===== src/hw/mem_pkg.sv =====
`default_nettype none

package mem_pkg;

    // width of every data and address word on the path
    localparam int unsigned xlen = 32;

    // byte offset bits inside a word, word index starts above them
    localparam int unsigned addr_lsb = 2;

    typedef logic [xlen-1:0] word_t;

    // default placement of the word memory in the bus address map
    localparam word_t mem_base = 32'h3300_0000;

    // request unit states
    // each access goes idle -> wait_* -> mem_* (or instr_read) -> idle
    typedef enum logic [2:0] {
        idle       = 3'd0,
        wait_read  = 3'd1,  // read pulse on the wire
        mem_read   = 3'd2,  // waiting for busy to fall
        wait_write = 3'd3,
        mem_write  = 3'd4,
        wait_instr = 3'd5,
        instr_read = 3'd6
    } req_state_t;

endpackage

`default_nettype wire

===== src/hw/request_unit.sv =====
`timescale 1ns/1ps
`default_nettype none

module request_unit import mem_pkg::*; #(
    parameter word_t ADDR_OFFSET = mem_base
) (
    input  logic  clk,
    input  logic  rst,
    input  logic  en_i,
    input  logic  memread_i,
    input  logic  memwrite_i,
    input  word_t data_addr_i,
    input  word_t instr_addr_i,
    input  word_t wdata_i,
    input  logic  busy_i,
    input  word_t rdat_i,
    output logic  read_req_o,
    output logic  write_req_o,
    output word_t req_adr_o,
    output word_t req_wdat_o,
    output word_t instr_o,
    output word_t rdata_o,
    output logic  i_hit_o,
    output logic  d_hit_o
);

    req_state_t state;
    req_state_t next_state;
    logic       next_read_req;
    logic       next_write_req;
    logic       next_i_hit;
    logic       next_d_hit;
    logic       busy_seen;  // master went busy for the current access
    logic       busy_fell;
    word_t      next_adr;
    word_t      next_wdat;
    word_t      next_instr;
    word_t      next_rdata;

    // high to low edge of busy, also when it fell while en_i was low
    assign busy_fell = busy_seen && !busy_i;

    always_comb begin
        next_state     = state;
        next_read_req  = 1'b0;
        next_write_req = 1'b0;
        next_i_hit     = 1'b0;
        next_d_hit     = 1'b0;
        next_adr       = req_adr_o;
        next_wdat      = req_wdat_o;
        next_instr     = instr_o;
        next_rdata     = rdata_o;
        unique case (state)
            idle: begin
                // write first, then read, then fetch
                if (memwrite_i && !d_hit_o) begin
                    next_state     = wait_write;
                    next_write_req = 1'b1;
                    next_adr       = data_addr_i + ADDR_OFFSET;
                    next_wdat      = wdata_i;
                end else if (memread_i && !d_hit_o) begin
                    next_state    = wait_read;
                    next_read_req = 1'b1;
                    next_adr      = data_addr_i + ADDR_OFFSET;
                end else if (!i_hit_o) begin
                    next_state    = wait_instr;
                    next_read_req = 1'b1;
                    next_adr      = instr_addr_i + ADDR_OFFSET;
                end
            end
            wait_read:  next_state = mem_read;
            wait_write: next_state = mem_write;
            wait_instr: next_state = instr_read;
            mem_read: begin
                if (busy_fell) begin
                    next_state = idle;
                    next_d_hit = 1'b1;
                    next_rdata = rdat_i;  // valid right after busy drops
                end
            end
            mem_write: begin
                if (busy_fell) begin
                    next_state = idle;
                    next_d_hit = 1'b1;
                end
            end
            instr_read: begin
                if (busy_fell) begin
                    next_state = idle;
                    next_i_hit = 1'b1;
                    next_instr = rdat_i;
                end
            end
            default: next_state = idle;
        endcase
    end

    always_ff @(posedge clk or posedge rst) begin
        if (rst) begin
            state       <= idle;
            read_req_o  <= 1'b0;
            write_req_o <= 1'b0;
            i_hit_o     <= 1'b0;
            d_hit_o     <= 1'b0;
            instr_o     <= '0;
            rdata_o     <= '0;
        end else begin
            // pulses never stretch, even when en_i drops
            read_req_o  <= en_i && next_read_req;
            write_req_o <= en_i && next_write_req;
            i_hit_o     <= en_i && next_i_hit;
            d_hit_o     <= en_i && next_d_hit;
            if (en_i) begin
                state   <= next_state;
                instr_o <= next_instr;
                rdata_o <= next_rdata;
            end
        end
    end

    always_ff @(posedge clk) begin
        if (en_i) begin
            req_adr_o  <= next_adr;
            req_wdat_o <= next_wdat;
        end
    end

    always_ff @(posedge clk or posedge rst) begin
        if (rst) begin
            busy_seen <= 1'b0;
        end else if (busy_i) begin
            busy_seen <= 1'b1;
        end else if (en_i && (next_i_hit || next_d_hit)) begin
            busy_seen <= 1'b0;  // access taken
        end
    end

    a_req_excl: assert property (@(posedge clk) disable iff (rst)
        !(read_req_o && write_req_o))
        else $error("read and write request together");

    a_req_pulse: assert property (@(posedge clk) disable iff (rst)
        (read_req_o || write_req_o) |=> !(read_req_o || write_req_o))
        else $error("request longer than one cycle");

    a_d_hit_src: assert property (@(posedge clk) disable iff (rst)
        d_hit_o |-> $past(state inside {mem_read, mem_write}))
        else $error("d_hit without a data access");

    a_i_hit_src: assert property (@(posedge clk) disable iff (rst)
        i_hit_o |-> $past(state == instr_read))
        else $error("i_hit without a fetch");

endmodule

`default_nettype wire


===== config.mk =====
export PLATFORM = sky130hd
export DESIGN_NAME = request_unit
export DESIGN_NICKNAME = d
export VERILOG_FILES = /design/src/hw/mem_pkg.sv /design/src/hw/request_unit.sv
export SDC_FILE = /design/constraint.sdc
export NUM_CORES = 1
export LEC_CHECK = 0
export ABC_AREA = 0
export CAP_MARGIN = 20
export CORE_ASPECT_RATIO = 1.1
export CORE_UTILIZATION = 45
export DETAILED_ROUTE_END_ITERATION = 10
export DONT_BUFFER_PORTS = 1
export GPL_TIMING_DRIVEN = 1
export PLACE_DENSITY = 0.65
export RECOVER_POWER = 25
export SLEW_MARGIN = 20
export SYNTH_ARGS = -nofsm -noshare
export SYNTH_HDL_FRONTEND = slang
export SYNTH_SLANG_ARGS = --single-unit

===== constraint.sdc =====
create_clock -name clk -period 5.7 [get_ports clk]
set_clock_uncertainty 0.1 [all_clocks]
set_input_delay 0.855 -clock clk [delete_from_list [all_inputs] [get_ports clk]]
set_output_delay 0.855 -clock clk [all_outputs]
set_load 0.02 [all_outputs]

; ---- Yosys cells after proc, flatten, opt, wreduce, memory -nomap -nowiden
; Cells that the tools add are included.
[totals]
ff_bits = 136
in_bits = 134
out_inout_bits = 132
word_cells = 60
[classes]
n_addsub = 2
eq_ne = 9
mux = 19
n_reduce_logical = 20
[op_table]
columns = op, n
row1 = 32-bit two-way mux, 3
row2 = "32-bit by 30-bit adder with 32-bit output, second input constant", 2
row3 = 3-bit case mux with 5 select lines, 1
row4 = 3-bit AND reduction, 5
row5 = 3-bit two-way mux, 4
row6 = 1-bit two-way mux, 11
row7 = "3-bit == test, second input constant", 3
row8 = 1-bit logical AND, 8
row9 = "3-bit by 2-bit == test with 1-bit output, second input constant", 2
row10 = "4-bit != test, second input constant", 1
row11 = "3-bit by 1-bit == test with 1-bit output, second input constant", 1
row12 = 3-bit logical NOT, 1
row13 = "3-bit by 1-bit != test with 1-bit output, second input constant", 1
row14 = 3-bit OR reduction, 1
row15 = 1-bit logical NOT, 2
row16 = "2-bit by 1-bit != test with 1-bit output, second input constant", 1
row17 = 2-bit nonzero test, 1
row18 = 2-bit OR reduction, 1
row19 = 1-bit logical OR, 1

; ---- Depth between registers and ports, before layout
; Gate-level depths: netlist (run 1).
[depth]
word_depth = 8
ltp_mapped = 6

; ---- Worst setup path before layout (run 1)
; No wires, ideal clock.
[synth_path]
path_type = input-to-reg
startpoint = input en_i
endpoint = register req_adr_o[0], enable pin
setup_time_ns = 0.434
t_arrival_ns = 2.901
t_required_ns = 5.166
setup_slack_ns = 2.265
cell_stages = 3
cell_sequence = nand2b_4 or3_1 a21oi_1
[synth_between]
elab_chain_len = 1
[synth_rtl]
columns = element, line
row1 = "start, declared", request_unit.sv:9  ; input logic en_i,
row2 = 3-bit AND reduction (no source line), --
row3 = "end signal, assigned", request_unit.sv:123  ; req_adr_o <= next_adr;
row4 = "end, declared", request_unit.sv:19  ; output word_t req_adr_o,
; No other way between the ends.
; A chain may end at the register's enable or synchronous reset.

; ---- Final worst setup path (run 1)
[layout_path]
startpoint = input memread_i
endpoint = register state[0]
[layout_between]
elab_chain_len = 4
elab_cells_between_ends = 6
[layout_rtl]
columns = element, line
row1 = "start, declared", request_unit.sv:10  ; input logic memread_i,
row2 = 1-bit logical AND (*), request_unit.sv:61  ; end else if (memread_i && !d_hit_o) begin
row3 = 3-bit two-way mux, request_unit.sv:61
row4 = 3-bit two-way mux, request_unit.sv:56  ; if (memwrite_i && !d_hit_o) begin
row5 = 3-bit case mux with 5 select lines, request_unit.sv:53  ; unique case (state)
row6 = "end signal, assigned", request_unit.sv:100  ; state <= idle;
row7 = "end signal, assigned", request_unit.sv:114  ; state <= next_state;
row8 = "end, declared", request_unit.sv:27  ; req_state_t state;
; Mark *: on every way between the ends. The rest lies on a longest branch, timed or not.

==> flow_metrics.py, run 1 <==
metrics = {
    "status": {
        "status": "finished with violations",
        "violations": "max-capacitance violations, max-slew violations",
    },
    "routing": {
        "detail_route.wl_per_cell_um": 22.5,
        "dr.pass1.iters": 4,
        "drc": 0,
        "ant_nets": 0,
        "viasPerCell": 5.40,
        "drtIter0Drc": 103,
        "drt_wl_total_mm": 11.0,
        "num_vias": 2653,
    },
    "cts": {
        "cts_made_buffers": 17,
        "cts.htree.levels": 4,
        "cts_hold_buf": 0,
        "postCtsResizedCells": 0,
        "postCtsSetupRepairBufs": 0,
        "cts-root-buf": "clkbuf_16",
        "path_clk_slew_ps": 60,
        "clk_latency_ps": 410,
        "tritoncts": "built",
        "cts.sinks": 136,
        "cts_buffer_depth": 2,
    },
    "timing": {
        "finalSetupViolCount": 0,
        "min_period_over_period_pct": 61.3,
        "finalMaxSlewViolations": 72,
        "worstMarginPinSlew_ps": 2050,
        "slew_headroom_pct": -36.7,
        "rsz0062_at_grt": "false",
        "fin_crit_ps": 3500,
        "hold_violations": 0,
        "max_freq_mhz": 286,
        "fin_setup_tns_ps": 0,
    },
    "place": {
        "dpl.hpwl_mm": 7.84,
        "place.gp.congestion": 0.782,
        "place_area_mm2": 0.00560,
        "port_buffers": 0,
    },
    "setup_path": {
        "crit_chain": "o21bai_1 > clkbuf_1 > a21oi_4 > a21o_1",
        "crit_path_max_incr_delay_ps": 1060,
        "setup.worst_path.end_class": "register",
        "crit_path_start_kind": "primary input",
        "crit_path_top_delay_cell": "clkbuf_1",
        "r2r_start": "d_hit_o",
        "crit_start": "memread_i",
        "required_ps": 5900,
        "crit_arrival_ps": 3700,
        "setup.worst_path.class": "in -> reg",
        "worst-path-max-fanout": 33,
    },
    "logic_synthesis": {
        "synth_edf_count": 64,
        "postSynth.asyncResetShare_pct": 52.9,
        "synth-seq-cells": 136,
        "synth_area_mm2": 0.00548,
        "synth_ff_type": "dfrtp_1",
        "yosysSeqAreaShare_pct": 67.9,
        "syn-num-nets": 454,
        "yosysUniqueCellTypes": 36,
        "yosysWarnings": 0,
        "synth_cells": 318,
        "synth.avg_cell_area_um2": 17.2,
    },
    "global_route": {
        "antenna_found_initial": 0,
        "grt_pass1_wl_mm": 16.4,
        "grtUsageTotal_pct": 18.0,
        "grt_overflow": 0,
        "grt_max_degree": 39,
        "grt_pass1_vias": 2766,
    },
    "power": {
        "switching_share_pct": 34.5,
        "p_leak_nw": 2.55,
        "p_clk_share_pct": 29.9,
        "p_switching_w": 0.00122,
        "power_density_mw_per_mm2": 575,
        "p_int_w": 0.00232,
        "p_seq_share_pct": 55.9,
        "p_comb_share_pct": 14.2,
        "ir_worst_vdd_mv": 0.298,
        "power.total_w": 0.00354,
    },
    "hold_path": {
        "hp-class": "in -> reg",
        "worstHoldStart": "wdata_i[23]",
    },
    "layout": {
        "synthToLayoutAreaGrowth_pct": 12.3,
        "final_layout_size_suffix_gt1_share_pct": 24.0,
        "nets": 464,
        "diodes": 0,
        "final_area_mm2": 0.00616,
    },
    "die": {
        "coreArea_mm2": 0.0116,
        "die_h_um": 118,
        "rows": 41,
        "start_util_pct": 47.1,
        "die_width_um": 107,
        "pin_count": 266,
        "dieArea_mm2": 0.0126,
    },
    "job": {
        "max_cap_violations": 2,
    },
}
[per-layer routing]
layer,share of wire [%],vias up,track usage (%)
li1,-,1177,-
met1,38,1328,20.4
met2,51,135,28.9
met3,9.2,13,7.59
met4,1.9,0,8.90
met5,0,-,0
[sequential cells by signal (all words and copies together), names as in the netlist]
| register | flops |
|---|---|
| rdata_o | 32 |
| i_hit_o | 1 |
| busy_seen | 1 |
| write_req_o | 1 |
| d_hit_o | 1 |
| state | 3 |
| req_adr_o | 32 |
| read_req_o | 1 |
| req_wdat_o | 32 |
| instr_o | 32 |
[critical path, delay by kind of cell]
family / cells / cell delay, ps
buffers and inverters: 1 / 1060
AO/OA/AOI/OAI: 3 / 1760
[metrics by stage]
| stage | setup slack (ps) | utilization [%] | instances | hold WS [ps] |
|---|---|---|---|---|
| 3_5_place_dp | 2990 | 48.1 | 458 | 501 |
| 2_1_floorplan | 2270 | - | 318 | 451 |
| 5_1_grt | 1710 | 52.9 | 491 | 415 |
| 3_3_place_gp | 3030 | 48.1 | 458 | 492 |
| 4_1_cts | 3180 | 53.1 | 490 | 370 |
| 6_report | 2200 | 52.9 | 491 | 439 |
[power groups by stage]
stage               Clock, W  Combinational [W]  Sequential, W
floorplan                  0           0.000471        0.00190
global placement           0           0.000494        0.00199
global route         0.00112           0.000557        0.00201
detailed placement         0           0.000516        0.00200
CTS                  0.00108           0.000518        0.00199
finish               0.00106           0.000503        0.00198
[kinds of logic after synthesis]
family | synth area share (%)
flops | 67.9
xor+xnor | 2.08
simple gates | 3.35
fa+ha+maj | 0.456
compound gates | 2.37
buf+inv | 2.76
mux | 21.1
[cell type report]
class                           count  area (um^2)
Fill cell                         947         5490
Sequential cell                   136         3720
Multi-Input combinational cell    160         1610
Clock buffer                       17          425
Tap cell                          150          188
Clock inverter                     15          154
Inverter                            9         36.3
Timing Repair Buffer                4         18.8
[layout by cell type (no fill, tap or decap), drive strengths merged]
cell / count
o21bai: 1
ha: 2
nor2b: 1
clkinv: 7
clkbuf: 20
inv: 11
dfrtp: 72
nor3: 1
a21o: 1
nor2: 14
o31ai: 2
xor2: 8
a221o: 1
xnor2: 5
a21oi: 6
o211a: 2
clkinvlp: 4
edfxtp: 64
nand3b: 1
nand2: 5
o21ai: 8
or3: 1
nor4: 1
bufinv: 2
nand2b: 5
or4: 1
buf: 1
mux2: 89
mux2i: 4
nand4b: 1
[synth_stat cells (4+ instances only)]
cell / instances / area, um^2
a21oi_1: 6 / 30.0
mux2_1: 46 / 518
edfxtp_1: 64 / 1920
xnor2_1: 5 / 43.8
inv_1: 8 / 30.0
mux2_4: 30 / 450
mux2i_1: 4 / 40.0
nor2_1: 14 / 52.6
xor2_1: 8 / 70.1
buf_2: 5 / 25.0
nand2_1: 5 / 18.8
dfrtp_1: 72 / 1800
o21ai_0: 7 / 35.0
mux2_2: 13 / 146
[worst paths after layout]
| check | end | slack [ps] | cells after the start |
|---|---|---|---|
| min in group asynchronous | instr_o[22] | 610 | 1 |
| setup / recovery | state[0] | 2200 | 4 |
| setup reg to reg | req_adr_o[22] | 2450 | 3 |
| max in group asynchronous | rdata_o[2] | 2340 | 2 |
| hold reg to reg | busy_seen | 520 | 2 |
| hold / removal | req_wdat_o[23] | 440 | 0 |
(Power assumes the default switching activity.)
==> run 2: changes to the inputs <==
--- a/config.mk
+++ b/config.mk
@@ -12,7 +12,7 @@
 export DETAILED_ROUTE_END_ITERATION = 10
 export DONT_BUFFER_PORTS = 1
 export GPL_TIMING_DRIVEN = 1
-export PLACE_DENSITY = 0.65
+export PLACE_DENSITY = 0.67
 export RECOVER_POWER = 25
 export SLEW_MARGIN = 20
 export SYNTH_ARGS = -nofsm -noshare
==> constraint.sdc (replaced) <==
create_clock -name clk -period 2.9 [get_ports clk]
set_clock_uncertainty 0.1 [all_clocks]
set_input_delay 0.435 -clock clk [delete_from_list [all_inputs] [get_ports clk]]
set_output_delay 0.435 -clock clk [all_outputs]
set_load 0.02 [all_outputs]
==> flow_metrics.py, run 2 (synthesis gave the netlist of run 1 again) <==
metrics = {
    "setup_path": {
        "required_ps": 3080,
        "setup.worst_path.class": "reg -> reg",
        "crit_chain": "inv_4 > or4_4 > mux2_1",
        "setup.worst_path.end_class": "register",
        "crit_path_start_kind": "register",
        "crit_path_max_incr_delay_ps": 820,
        "crit_path_top_delay_cell": "or4_4",
        "crit_arrival_ps": 2230,
        "worst-path-max-fanout": 32,
    },
    "timing": {
        "rsz0062_at_grt": "false",
        "max_freq_mhz": 489,
        "min_period_over_period_pct": 70.5,
        "slew_headroom_pct": 50.3,
        "finalMaxSlewViolations": 0,
        "finalSetupViolCount": 0,
        "hold_violations": 0,
        "fin_hold_ws_ps": 36.3,
        "worstMarginPinSlew_ps": 745,
        "fin_crit_ps": 2050,
    },
    "power": {
        "p_comb_share_pct": 14.8,
        "p_switching_w": 0.00245,
        "p_int_w": 0.00463,
        "p_leak_nw": 2.73,
        "switching_share_pct": 34.6,
        "p_clk_share_pct": 30.2,
        "ir_worst_vdd_mv": 0.479,
        "p_seq_share_pct": 54.9,
        "power_density_mw_per_mm2": 1080,
    },
    "die": {
        "rows": 41,
        "dieArea_mm2": 0.0126,
        "pin_count": 266,
        "die_width_um": 107,
        "start_util_pct": 47.1,
        "coreArea_mm2": 0.0116,
        "die_h_um": 118,
    },
    "layout": {
        "diodes": 0,
        "post-route-util_pct": 56.3,
        "final_cell_mix": "dfrtp_1 (72), edfxtp_1 (64), mux2_1 (46), dlygate4sd3_1 (33), mux2_4 (30)",
        "final_common_cell": "dfrtp_1",
        "final_layout_size_suffix_gt1_share_pct": 23.7,
        "synthToLayoutAreaGrowth_pct": 19.7,
        "nets": 499,
    },
    "cts": {
        "cts.sinks": 136,
        "clk_latency_ps": 400,
        "cts-root-buf": "clkbuf_16",
        "postCtsResizedCells": 0,
        "cts_buffer_depth": 2,
        "postCtsSetupRepairBufs": 0,
        "tritoncts": "built",
        "cts_made_buffers": 17,
        "cts.htree.levels": 4,
        "path_clk_slew_ps": 60,
    },
    "routing": {
        "dr.pass1.iters": 4,
        "viasPerCell": 5.38,
        "detail_route.wl_per_cell_um": 21.3,
        "drt_wl_total_mm": 11.2,
        "ant_nets": 0,
        "num_vias": 2830,
        "drc": 0,
        "drtIter0Drc": 128,
    },
    "place": {
        "port_buffers": 0,
        "dpl.hpwl_mm": 7.78,
        "place.gp.congestion": 0.762,
    },
    "job": {
        "max_cap_violations": 0,
    },
    "global_route": {
        "grt_pass1_wl_mm": 16.6,
        "grt_max_degree": 56,
        "grt_pass1_vias": 2891,
        "grtUsageTotal_pct": 17.8,
        "grt_overflow": 0,
        "antenna_found_initial": 0,
    },
    "hold_path": {
        "hp-class": "in -> reg",
    },
    "status": {
        "status": "complete, no violations",
    },
}
## run 2: worst max-delay path: cells and delay by family (launching register included)
kind | cells | cell delay (ps)
buf+inv | 1 | 60
flops | 1 | 520
mux | 1 | 410
simple gates | 1 | 820
## run 2: worst paths after layout
path	start	endpoint	slack [ps]	depth (start not counted)
worst max register to register	state[1]	rdata_o[31]	850	3
max in group asynchronous	rst	instr_o[15]	1450	3
worst max-delay path	state[1]	rdata_o[31]	850	3
worst min-delay path	busy_i	busy_seen	40	1
worst min register to register	busy_seen	busy_seen	500	2
min in group asynchronous	rst	write_req_o	500	2
## run 2: repair_timing
item / CTS / global route
setup endpoints to repair: 0 / 0
hold buffers: 1 / 32
endpoints found under the hold margin: 17 / 32
## run 2: layer usage
metal | GRT usage [%] | vias to the layer above | share of wire [%]
li1 | - | 1246 | -
met1 | 20.0 | 1396 | 36
met2 | 29.3 | 168 | 52
met3 | 7.53 | 20 | 9.6
met4 | 7.79 | 0 | 2.1
met5 | 0 | - | 0
## run 2: power groups by stage
stage	Clock, W	Combinational, W	Sequential [W]
2_1_floorplan	0	0.000929	0.00373
3_3_place_gp	0	0.000979	0.00392
3_5_place_dp	0	0.00103	0.00393
4_1_cts	0.00219	0.00103	0.00390
5_1_grt	0.00229	0.00116	0.00396
6_report	0.00214	0.00105	0.00389
## run 2: stage by stage
step | setup TNS (ps) | total power (W) | cell area [um^2] | std cells | worst slack (ps)
finish | 0 | 0.00708 | 6560 | 526 | 855
global route | 0 | 0.00741 | 6560 | 526 | 750
CTS | 0 | 0.00712 | 6240 | 494 | 841
detailed placement | 0 | 0.00496 | 5640 | 461 | 852
global placement | 0 | 0.00490 | 5640 | 461 | 890
floorplan | -178 | 0.00466 | 5490 | 318 | -5.57
## run 2: layout make-up
cell class / instances / area [um^2]
clock inverter: 15 / 168
multi-input combinational: 160 / 1630
timing repair buffer: 39 / 388
tap: 150 / 188
clock buffer: 17 / 425
sequential: 136 / 3720
fill: 919 / 5080
inverter: 9 / 36.3
