$ cat src/hw/mem_pkg.sv
`default_nettype none

package mem_pkg;

    // width of every data and address word on the path
    localparam int unsigned xlen = 32;

    // byte offset bits inside a word, word index starts above them
    localparam int unsigned addr_lsb = 2;

    typedef logic [xlen-1:0] word_t;

    // default placement of the word memory in the bus address map
    localparam word_t mem_base = 32'h3300_0000;

    // request unit states
    // each access goes idle -> wait_* -> mem_* (or instr_read) -> idle
    typedef enum logic [2:0] {
        idle       = 3'd0,
        wait_read  = 3'd1,  // read pulse on the wire
        mem_read   = 3'd2,  // waiting for busy to fall
        wait_write = 3'd3,
        mem_write  = 3'd4,
        wait_instr = 3'd5,
        instr_read = 3'd6
    } req_state_t;

endpackage

`default_nettype wire
$ cat src/hw/wb_master.sv
`timescale 1ns/1ps
`default_nettype none

module wb_master import mem_pkg::*; (
    input  logic  clk,
    input  logic  rst,
    input  logic  read_req_i,
    input  logic  write_req_i,
    input  word_t req_adr_i,
    input  word_t req_wdat_i,
    output logic  busy_o,
    output word_t rdat_o,
    output logic  wb_cyc_o,
    output logic  wb_stb_o,
    output logic  wb_we_o,
    output word_t wb_adr_o,
    output word_t wb_dat_o,
    input  logic  wb_ack_i,
    input  word_t wb_dat_i
);

    logic start;
    logic done;

    // one request at a time, requester waits for busy to fall
    assign start = (read_req_i || write_req_i) && !busy_o;
    assign done  = wb_cyc_o && wb_ack_i;

    always_ff @(posedge clk or posedge rst) begin
        if (rst) begin
            busy_o   <= 1'b0;
            wb_cyc_o <= 1'b0;
            wb_stb_o <= 1'b0;
            wb_we_o  <= 1'b0;
        end else if (start) begin
            busy_o   <= 1'b1;
            wb_cyc_o <= 1'b1;
            wb_stb_o <= 1'b1;
            wb_we_o  <= write_req_i;
        end else if (done) begin
            // classic cycle closes the cycle after ack
            busy_o   <= 1'b0;
            wb_cyc_o <= 1'b0;
            wb_stb_o <= 1'b0;
            wb_we_o  <= 1'b0;
        end
    end

    // address and write data stay put for the whole bus cycle
    always_ff @(posedge clk) begin
        if (start) begin
            wb_adr_o <= req_adr_i;
            wb_dat_o <= req_wdat_i;
        end
    end

    // read word, seen by the requester once busy is low
    always_ff @(posedge clk) begin
        if (done && !wb_we_o) begin
            rdat_o <= wb_dat_i;
        end
    end

    a_no_req_busy: assert property (@(posedge clk) disable iff (rst)
        (read_req_i || write_req_i) |-> !busy_o)
        else $error("request while a transfer is in flight");

endmodule

`default_nettype wire

$ cat config.mk
export PLATFORM = sky130hd
export DESIGN_NAME = wb_master
export DESIGN_NICKNAME = d
export VERILOG_FILES = /design/src/hw/mem_pkg.sv /design/src/hw/wb_master.sv
export SDC_FILE = /design/constraint.sdc
export NUM_CORES = 1
export LEC_CHECK = 0
export BUFFER_PORTS_ARGS = -buffer_cell sky130_fd_sc_hd__buf_2
export CORE_ASPECT_RATIO = 0.5
export CORE_MARGIN = 5
export CORE_UTILIZATION = 41
export CTS_CLUSTER_DIAMETER = 100
export DETAILED_ROUTE_END_ITERATION = 6
export GPL_TIMING_DRIVEN = 0
export PLACE_DENSITY = 0.87
export SLEW_MARGIN = 30
export SYNTH_ARGS = -nofsm -noshare
export SYNTH_HDL_FRONTEND = slang
export SYNTH_SLANG_ARGS = --single-unit
$ cat constraint.sdc
create_clock -name clk -period 5.1 [get_ports clk]
set_clock_uncertainty 0.15 [all_clocks]
set_input_delay 0.51 -clock clk [delete_from_list [all_inputs] [get_ports clk]]
set_output_delay 0.51 -clock clk [all_outputs]
set_load 0.02 [all_outputs]
Yosys cells after proc, flatten, opt, wreduce, memory -nomap -nowiden
Index checks and enable logic that the tools add are counted.

word-level totals
  register bits after elaboration = 98
  input bits = 101
  output and inout port bits = 100
  word-level logic and storage cells = 15

operators by class
  mux-type cells = 3
  reduce and logical (&&, ||, !) cells = 7

operator list
  kind               count
  $logic_and 1x1->1  3
  $mux 1             3
  $logic_not 1->1    2
  $reduce_bool 2->1  1
  $logic_or 1x1->1   1

Longest topological paths before layout
Gate-level depths: netlist (run 1).

  depth after elaboration = 3
  depth in mapped cells = 2
  gate-level depth less buffers = 2

Least setup slack after synthesis (run 1)
No wires, ideal clock.

  kind = in2reg
  start = input write_req_i
  end = register wb_adr_o[0], enable pin
  setup time = 0.488 ns
  arrival = 3.254 ns
  data required time = 4.462 ns
  setup slack = 1.208 ns
  stages = 2
  cells stage by stage = nor2_1 > nor2_1

between the ends
  longest elaborated chain between the ends = 2

ends and longest elaborated chain
  element               RTL line         text
  from (decl)           wb_master.sv:8   input logic write_req_i,
  $logic_or 1x1->1      wb_master.sv:26  assign start = (read_req_i || write_req_i) && !busy_o;
  $logic_and 1x1->1     wb_master.sv:26
  via start             wb_master.sv:22  logic start;
  to (signal assigned)  wb_master.sv:52  wb_adr_o <= req_adr_i;
  to (decl)             wb_master.sv:16  output word_t wb_adr_o,

The timed path passes the listed nets, and every way through them passes these cells.
A chain may end at the register's enable or synchronous reset.

Worst setup path after layout (run 1)
  start = register wb_stb_o
  end = output wb_stb_o

RTL lines
  element                 RTL line         text
  from (decl)             wb_master.sv:14  output logic wb_stb_o,
  from (signal assigned)  wb_master.sv:33  wb_stb_o <= 1'b0;
  from (signal assigned)  wb_master.sv:38  wb_stb_o <= 1'b1;
  from (signal assigned)  wb_master.sv:44  wb_stb_o <= 1'b0;

No word-level cell between the ends.

==> results.cfg, run 1 <==
[floorplan]
fp.dieW_um = 131
die_h_um = 70.4
start_util = 0.415
core.rowCount = 22
core_area_sq_um = 7210
fp.dieArea_sq_um = 9220
num_io_pins = 201

[timing]
total_of_endpoints_with_negative_setup_slack_in_the_final_report = 0
final.setup.worst_slack_ps = 3310
highest_achievable_clock_rate_mhz = 559
totalNegativeSetupSlack_ps = 0
relSlewSlack = 0.665
period_share = 0.351
period_needed_ps = 1790
report.final.hold_viol_count = 0
tightestPinTransition_ps = 502
drv_slew = 0
unrepaired_setup_endpoints_after_global_routing = no

[global_routing]
global_route_met1_utilization = 0.163
initial_antenna_violation_count = 0
gr-usage-met3 = 0.0672
total_global_routing_overflow = 0
globalRouteMet2Util = 0.316
number_of_global_route_vias_before_repair = 2057
grt_usage = 0.166
grt_busiest_layer = met2
grt_pass1_wl_um = 10900
grt_max_degree = 25

[clock_tree]
clock_latency_on_the_worst_skew_pair_ps = 330
cts_hold_repair.buffers = 1
clock_tree.buffer_depth = 2
post-cts-setup-buffers = 0
cts_repair_resize_count = 0
h_tree_depth = 3
clk_root_buffer_cell = sky130_fd_sc_hd__clkbuf_16
cts.reportedPaths.clkPinSlew_ps = 70
cts-buffers-inserted = 9
cts.sinks = 98
cts_tree = built

[drt]
route.detailed.wl_per_inst_um = 17.4
drt_first_pass_iters = 4
route.vias.total = 1865
remaining_drc_errors = 0
wirelength_um = 7420
post_drt_via_cell_ratio = 4.38
detail-route-antenna-nets = 0
drt_iter0_markers = 98

[yosys]
synthesis.yosys.warnings = 0
syn_inst = 109
synth.cell_area_sq_um = 2990
ys_seq_elements = 98
synth.net_count = 210
synth_seq_area_share = 0.980
synth.lib_cells_used.distinct = 9
syn_area_per_cell_sq_um = 27.5

[placed_design]
buffer_ports.inserted = 200
globalplace.congestion = 0.799
dp_worst_setup_slack_ps = 3280

[setup_path]
capture_instance_of_the_worst_register_to_register_path = rdat_o[16]
worst_ep_arrival_time_ps = 1130
critical-path-slowest-cell = sky130_fd_sc_hd__dfrtp_1
required_ps = 4440
startpoint_type = register
reg2reg_from = wb_stb_o
timing.setup.critical_path_class = reg -> out
setup.reg_to_reg.worst_slack_ps = 3320
critical_path.cell_chain = buf_4 > buf_2
critPathMaxFanout = 7
crit_path_max_incr_delay_ps = 490
worst_r2r_path_depth = 3
critical_path.endpoint_type = primary output

[finish]
layout_commonest_cell = sky130_fd_sc_hd__buf_2
post_route_cells_drive_above_1_share = 0.676
layout.cells.most_common_list = sky130_fd_sc_hd__buf_2, sky130_fd_sc_hd__edfxtp_1, sky130_fd_sc_hd__clkbuf_16, sky130_fd_sc_hd__buf_16
syn_to_final_growth_pct = 52.2
antenna_cells = 0
fin_nets = 426

[flow_run]
timing.max_cap.violations = 0

[power_and_ir_drop]
maximum_ir_drop_on_the_vdd_rail_uv = 257
power.density_nw_per_um2 = 417
p_leak_nw = 1.95
design_power_total_mw = 1.90

[hold_path]
hold-path-endpoint = rdat_o[31]
min_delay_path_depth = 1
hold_crit_start = wb_dat_i[31]
holdCritPathClass = in -> reg

[status]
run_status = finished, final reports clean
-- where the power goes --
group	switching, mW	total [mW]	internal (mW)
combinational	0.141	0.225	0.0834
clock	0.270	0.701	0.431
sequential	0.0171	0.974	0.957
total	0.428	1.90	1.47
-- cell usage after synthesis, drive strengths merged --
| master | number | area, sq um |
|---|---|---|
| a21boi | 1 | 7.51 |
| a32o | 1 | 10.0 |
| buf | 2 | 15.0 |
| dfrtp | 2 | 50.1 |
| edfxtp | 96 | 2880 |
| inv | 2 | 7.51 |
| nand2 | 1 | 3.75 |
| nand2b | 1 | 6.26 |
| nor2 | 3 | 11.3 |
-- flip-flops by register name, summed over array words and instances (netlist names) --
signal and cells:
wb_stb_o 1, wb_we_o 1, wb_dat_o 32, rdat_o 32, wb_adr_o 32
-- cell families after synthesis --
| kind of cell | share of synthesized area |
|---|---|
| AOI/OAI and AO/OA | 0.00585 |
| and+or+nand+nor | 0.00710 |
| buffers and inverters | 0.00752 |
| DFF | 0.980 |
-- metal layers --
| layer | part of all wire | up-vias | wire (um) |
|---|---|---|---|
| met4 | 0.012 | 0 | 86 |
| met1 | 0.32 | 937 | 2350 |
| met3 | 0.058 | 8 | 433 |
| li1 | - | 867 | - |
| met2 | 0.61 | 53 | 4550 |
| met5 | 0 | - | 0 |
-- worst max path at each step --
stage | from | endpoint | cells past startpoint
after floorplan | write_req_i | wb_adr_o[0] | 2
after global placement | write_req_i | wb_adr_o[0] | 3
after detailed placement | wb_ack_i | rdat_o[29] | 4
after CTS | wb_stb_o | wb_stb_o | 2
after global routing | wb_stb_o | rdat_o[14] | 3
final | wb_stb_o | wb_stb_o | 2
-- cell type report --
cell class | count | area, sq um
inverter | 2 | 7.51
buffer | 2 | 15.0
fill | 533 | 2660
timing repair buffer | 205 | 1110
clock inverter | 6 | 90.1
tap | 96 | 120
sequential | 98 | 2930
clock buffer | 10 | 229
multi-input combinational | 7 | 53.8
-- stage by stage --
step	hold WS (ps)	instance area (sq um)	utilization	std cells
floorplan	101	2990	-	109
global placement	210	4120	0.571	405
detailed placement	216	4230	0.586	409
CTS	188	4560	0.632	426
global route	183	4560	0.632	426
finish	202	4560	0.632	426
-- critical path, delay by kind of cell, from the launching register on --
kind                   cells  cell delay (ps)
DFF                        1              490
buffers and inverters      2              310
Power figures use the tool's default switching activity.
==> inputs of run 2 (changes only) <==
==> constraint.sdc (replaced) <==
create_clock -name clk -period 1.9 [get_ports clk]
set_clock_uncertainty 0.15 [all_clocks]
set_input_delay 0.19 -clock clk [delete_from_list [all_inputs] [get_ports clk]]
set_output_delay 0.19 -clock clk [all_outputs]
set_load 0.02 [all_outputs]
==> run 2 against run 1 <==
Setup slack worse by 3200 ps. Die area stayed put. Sequential power rose to 2.7 times the previous value. Sequential cell count unchanged. Final cell count grew 23%. Combinational power rose to 3.3 times the previous value. Largest power group unchanged. Highest routed layer unchanged.
==> results.cfg, run 2 (synthesis gave the netlist of run 1 again) <==
[finish]
layout.cells.most_common_list = sky130_fd_sc_hd__buf_2, sky130_fd_sc_hd__dlygate4sd3_1, sky130_fd_sc_hd__edfxtp_1, sky130_fd_sc_hd__clkbuf_16
fillers = 446
post_route_cells_drive_above_1_share = 0.519
layout_commonest_cell = sky130_fd_sc_hd__buf_2
syn_to_final_growth_pct = 82.4
antenna_cells = 0
fin_nets = 522
final_core_utilization = 0.757
top_regs = rdat_o: 32 flops, wb_adr_o: 32 flops, wb_dat_o: 32 flops
instances_no_fill = 522

[timing]
relSlewSlack = 0.436
unrepaired_setup_endpoints_after_global_routing = no
tightestPinTransition_ps = 844
drv_slew = 0
total_of_endpoints_with_negative_setup_slack_in_the_final_report = 0
period_needed_ps = 1780
highest_achievable_clock_rate_mhz = 561
totalNegativeSetupSlack_ps = 0
period_share = 0.938
report.final.hold_viol_count = 0

[floorplan]
die_h_um = 70.4
core.rowCount = 22
core_area_sq_um = 7210
start_util = 0.415
fp.dieW_um = 131
num_io_pins = 201
fp.dieArea_sq_um = 9220

[global_routing]
grt_max_degree = 33
grt_usage = 0.214
total_global_routing_overflow = 0
number_of_global_route_vias_before_repair = 2623
grt_pass1_wl_um = 14100
initial_antenna_violation_count = 0

[setup_path]
critical-path-slowest-cell = sky130_fd_sc_hd__nor2_4
critical_path.endpoint_type = register
startpoint_type = register
required_ps = 1700
timing.setup.critical_path_class = reg -> reg
critPathMaxFanout = 32
worst_ep_arrival_time_ps = 1590
critical_path.cell_chain = nand2_1 > nor2_4
crit_path_max_incr_delay_ps = 670

[clock_tree]
cts-buffers-inserted = 9
clock_tree.buffer_depth = 2
cts_repair_resize_count = 0
clk_root_buffer_cell = sky130_fd_sc_hd__clkbuf_16
cts_tree = built
h_tree_depth = 3
cts.sinks = 98
post-cts-setup-buffers = 0
clock_latency_on_the_worst_skew_pair_ps = 320
cts.reportedPaths.clkPinSlew_ps = 60

[power_and_ir_drop]
p_leak_nw = 2.32
maximum_ir_drop_on_the_vdd_rail_uv = 654
power.density_nw_per_um2 = 935

[placed_design]
buffer_ports.inserted = 200
post-dp-hpwl_um = 6100
globalplace.congestion = 0.774
place_inst = 407

[drt]
post_drt_via_cell_ratio = 4.38
detail-route-antenna-nets = 0
remaining_drc_errors = 0
drt_first_pass_iters = 6
route.detailed.wl_per_inst_um = 18.3
route.vias.total = 2288
drt_iter0_markers = 106
wirelength_um = 9540

[hold_path]
holdCritPathClass = in -> reg

[flow_run]
timing.max_cap.violations = 0

[status]
run_status = finished, final reports clean
[run 2: cell types whose count changed in the layout (fill, tap and decap cells not counted), sizes merged]
cell         delta
buf             -2
bufinv          -1
clkinv          +1
clkinvlp        +1
dlygate4sd3    +97
inv             -1
nor2            +1
[run 2: through the flow]
stage / worst slack (ps) / hold slack (ps) / instance area (sq um) / total power [mW]
5_1_grt: 14.7 / 74.7 / 5460 / 5.28
3_5_place_dp: 22.4 / -98.1 / 4190 / 3.25
4_1_cts: 17.1 / 57.0 / 5450 / 5.13
6_report: 118 / 69.2 / 5460 / 5.11
3_3_place_gp: -360 / -107 / 4130 / 3.19
2_1_floorplan: -108 / -219 / 3010 / 2.94
[run 2: critical path: cells and delay by family, from the launching register on]
family,cells,cell delay [ps]
simple gates,2,810
flops,1,450
[run 2: report_power, final]
group	internal, mW	switching (mW)
logic	0.338	0.415
clock network	1.01	0.724
registers	2.57	0.0499
[run 2: routing by layer]
layer	routed length [um]	global-route usage	vias up
li1	-	-	1059
met1	3040	0.201	1124
met2	5700	0.429	91
met3	605	0.0710	14
met4	199	0.0639	0
met5	0	0	-
[run 2: cell type report]
cell class              count  area [sq um]  area share
plain buffers               2          15.0     0.00275
clock buffers              10           229      0.0419
clock inverters             6          57.6      0.0105
inverters                   2          7.51     0.00137
multi-input cells           8          60.1      0.0110
flip-flops and latches     98          2930       0.537
well taps                  96           120      0.0220
repair buffers            300          2040       0.373
[run 2: worst paths after layout]
path                            cells past startpoint         to  slack [ps]      from
worst max-delay path                                2  rdat_o[6]         120  wb_stb_o
worst max register to register                      2  rdat_o[6]         120  wb_stb_o
worst min register to register                      1    wb_we_o         470   wb_we_o
min in group asynchronous                           3    wb_we_o         120       rst
max in group asynchronous                           3   wb_stb_o        1360       rst
worst min-delay path                                3   wb_stb_o          70  wb_ack_i
[run 2: what timing repair did]
item / in CTS / in global routing
endpoints found under the hold margin: 99 / 0
hold buffers: 98 / 0
endpoints found under the setup margin: 0 / 23
==> inputs of run 3 (changes only) <==
--- a/config.mk
+++ b/config.mk
@@ -6,13 +6,15 @@
 export NUM_CORES = 1
 export LEC_CHECK = 0
 export BUFFER_PORTS_ARGS = -buffer_cell sky130_fd_sc_hd__buf_2
+export CELL_PAD_IN_SITES_DETAIL_PLACEMENT = 1
+export CELL_PAD_IN_SITES_GLOBAL_PLACEMENT = 1
 export CORE_ASPECT_RATIO = 0.5
 export CORE_MARGIN = 5
-export CORE_UTILIZATION = 41
+export CORE_UTILIZATION = 32
 export CTS_CLUSTER_DIAMETER = 100
 export DETAILED_ROUTE_END_ITERATION = 6
 export GPL_TIMING_DRIVEN = 0
-export PLACE_DENSITY = 0.87
+export PLACE_DENSITY = 0.86
 export SLEW_MARGIN = 30
 export SYNTH_ARGS = -nofsm -noshare
 export SYNTH_HDL_FRONTEND = slang
==> run 3 against run 2 <==
Fmax down 0.91%. Sequential power barely moved. Sequential share of layout area shrank 1.0 points. Design area increased by 1.9%. Die area increased by 25%. First-iteration DRC count fell by 42%. Highest routed layer unchanged.
==> results.cfg, run 3 (synthesis gave the netlist of run 1 again) <==
[finish]
area.sequential_sq_um = 2930
syn_to_final_growth_pct = 85.9
final_core_utilization = 0.624
multi_input_area_sq_um = 53.8
layout.cells.most_common_list = sky130_fd_sc_hd__buf_2, sky130_fd_sc_hd__dlygate4sd3_1, sky130_fd_sc_hd__edfxtp_1, sky130_fd_sc_hd__clkbuf_16
postLayoutCellArea_sq_um = 5570
top_regs = rdat_o: 32 flops, wb_adr_o: 32 flops, wb_dat_o: 32 flops
instances_no_fill = 547
layout_commonest_cell = sky130_fd_sc_hd__buf_2
fin_nets = 522
post_route_cells_drive_above_1_share = 0.522
fillers = 881

[floorplan]
core_area_sq_um = 8920
start_util = 0.336
fp.dieArea_sq_um = 11500
die_h_um = 78.4
core.rowCount = 24
num_io_pins = 201
fp.dieW_um = 147

[global_routing]
grt_busiest_layer = met2
global_route_met1_utilization = 0.164
grt_usage = 0.203
number_of_global_route_vias_before_repair = 2833
grt_max_degree = 33
initial_antenna_violation_count = 5
grt_pass1_wl_um = 16800
globalRouteMet2Util = 0.447
total_global_routing_overflow = 0
gr-usage-met3 = 0.0558

[timing]
drv_slew = 0
relSlewSlack = 0.405
period_needed_ps = 1800
finalHoldWorstSlack_ps = 73.8
report.final.hold_viol_count = 0
period_share = 0.946
tightestPinTransition_ps = 891
unrepaired_setup_endpoints_after_global_routing = no
highest_achievable_clock_rate_mhz = 556
total_of_endpoints_with_negative_setup_slack_in_the_final_report = 0

[power_and_ir_drop]
maximum_ir_drop_on_the_vdd_rail_uv = 718
p_int_mw = 4.19
design_power_total_mw = 5.45
net-switching-power_mw = 1.26
combinationalPowerShare = 0.144
power.density_nw_per_um2 = 980
power_switching_share = 0.231
share_of_total_power_in_sequential_cells = 0.481
share_clk_of_total_power = 0.375
p_leak_nw = 2.35

[placed_design]
buffer_ports.inserted = 200
post-dp-hpwl_um = 7020
globalplace.congestion = 0.758
post_dp_cell_area_sq_um = 4240
place_inst = 429

[setup_path]
reg2reg_from = wb_stb_o
critPathMaxFanout = 32
capture_instance_of_the_worst_register_to_register_path = rdat_o[15]
worst_r2r_path_depth = 2
worst_ep_arrival_time_ps = 1610
timing.setup.critical_path_class = reg -> reg
setup.reg_to_reg.worst_slack_ps = 100
startpoint_type = register
required_ps = 1710
critical_path.endpoint_type = register

[hold_path]
holdCritPathClass = in -> reg
hold_crit_start = read_req_i
min_delay_path_depth = 3
hold-path-endpoint = wb_we_o

[clock_tree]
post-cts-setup-buffers = 0
clk_root_buffer_cell = sky130_fd_sc_hd__clkbuf_16
cts.reportedPaths.clkPinSlew_ps = 60
h_tree_depth = 3
cts_tree = built
cts_hold_repair.buffers = 98
cts.sinks = 98
clock_tree.buffer_depth = 2
cts_repair_resize_count = 0
cts-buffers-inserted = 9
clock_latency_on_the_worst_skew_pair_ps = 330

[drt]
drt_first_pass_iters = 4
route.vias.total = 2319
drt_iter0_markers = 62
remaining_drc_errors = 0
post_drt_via_cell_ratio = 4.24
detail-route-antenna-nets = 0
route.detailed.wl_per_inst_um = 21.4
wirelength_um = 11700

[flow_run]
timing.max_cap.violations = 0

[status]
run_status = finished, final reports clean
==> run 3: metrics by stage <==
step / setup TNS, ps / setup WS, ps
after floorplan: -6880 / -108
after global placement: -26140 / -412
after detailed placement: 0 / 95.8
after CTS: 0 / 91.5
after global routing: 0 / 22.8
final: 0 / 102
==> run 3: critical path: stages (launching register included) <==
cell                      delay [ps]
sky130_fd_sc_hd__dfrtp_2         430
sky130_fd_sc_hd__nand2_1         130
sky130_fd_sc_hd__nor2_4          700
==> run 3: cell type report <==
cell class / instances / share of cell area
multi-input cells: 7 / 0.00967
flip-flops and latches: 98 / 0.527
diodes: 5 / 0.00225
clock buffers: 9 / 0.0405
plain buffers: 2 / 0.00270
inverters: 2 / 0.00135
clock inverters: 6 / 0.0191
repair buffers: 301 / 0.371
well taps: 117 / 0.0263
==> run 3: worst max-delay path by stage <==
stage               startpoint          end  slack (ps)  cells after the start
finish                wb_stb_o   rdat_o[15]         100                      2
global route          wb_stb_o   rdat_o[29]          20                      2
CTS                   wb_stb_o   rdat_o[29]          90                      2
detailed placement    wb_stb_o   rdat_o[11]         100                      2
global placement      wb_stb_o  wb_adr_o[0]        -410                      1
floorplan             wb_stb_o  wb_adr_o[0]        -110                      1
==> run 3: routing by layer <==
| layer | up-vias | share of wire | wire [um] |
|---|---|---|---|
| met1 | 1153 | 0.30 | 3510 |
| met5 | - | 0 | 0 |
| met2 | 86 | 0.63 | 7400 |
| met3 | 21 | 0.045 | 532 |
| li1 | 1059 | - | - |
| met4 | 0 | 0.023 | 269 |
==> run 3: power by group through the flow <==
| stage | clock network (mW) | logic (mW) | registers [mW] |
|---|---|---|---|
| 6_report | 2.04 | 0.783 | 2.63 |
| 5_1_grt | 2.19 | 0.825 | 2.64 |
| 4_1_cts | 2.06 | 0.775 | 2.62 |
| 3_5_place_dp | 0 | 0.614 | 2.67 |
| 3_3_place_gp | 0 | 0.548 | 2.66 |
| 2_1_floorplan | 0 | 0.0844 | 2.86 |
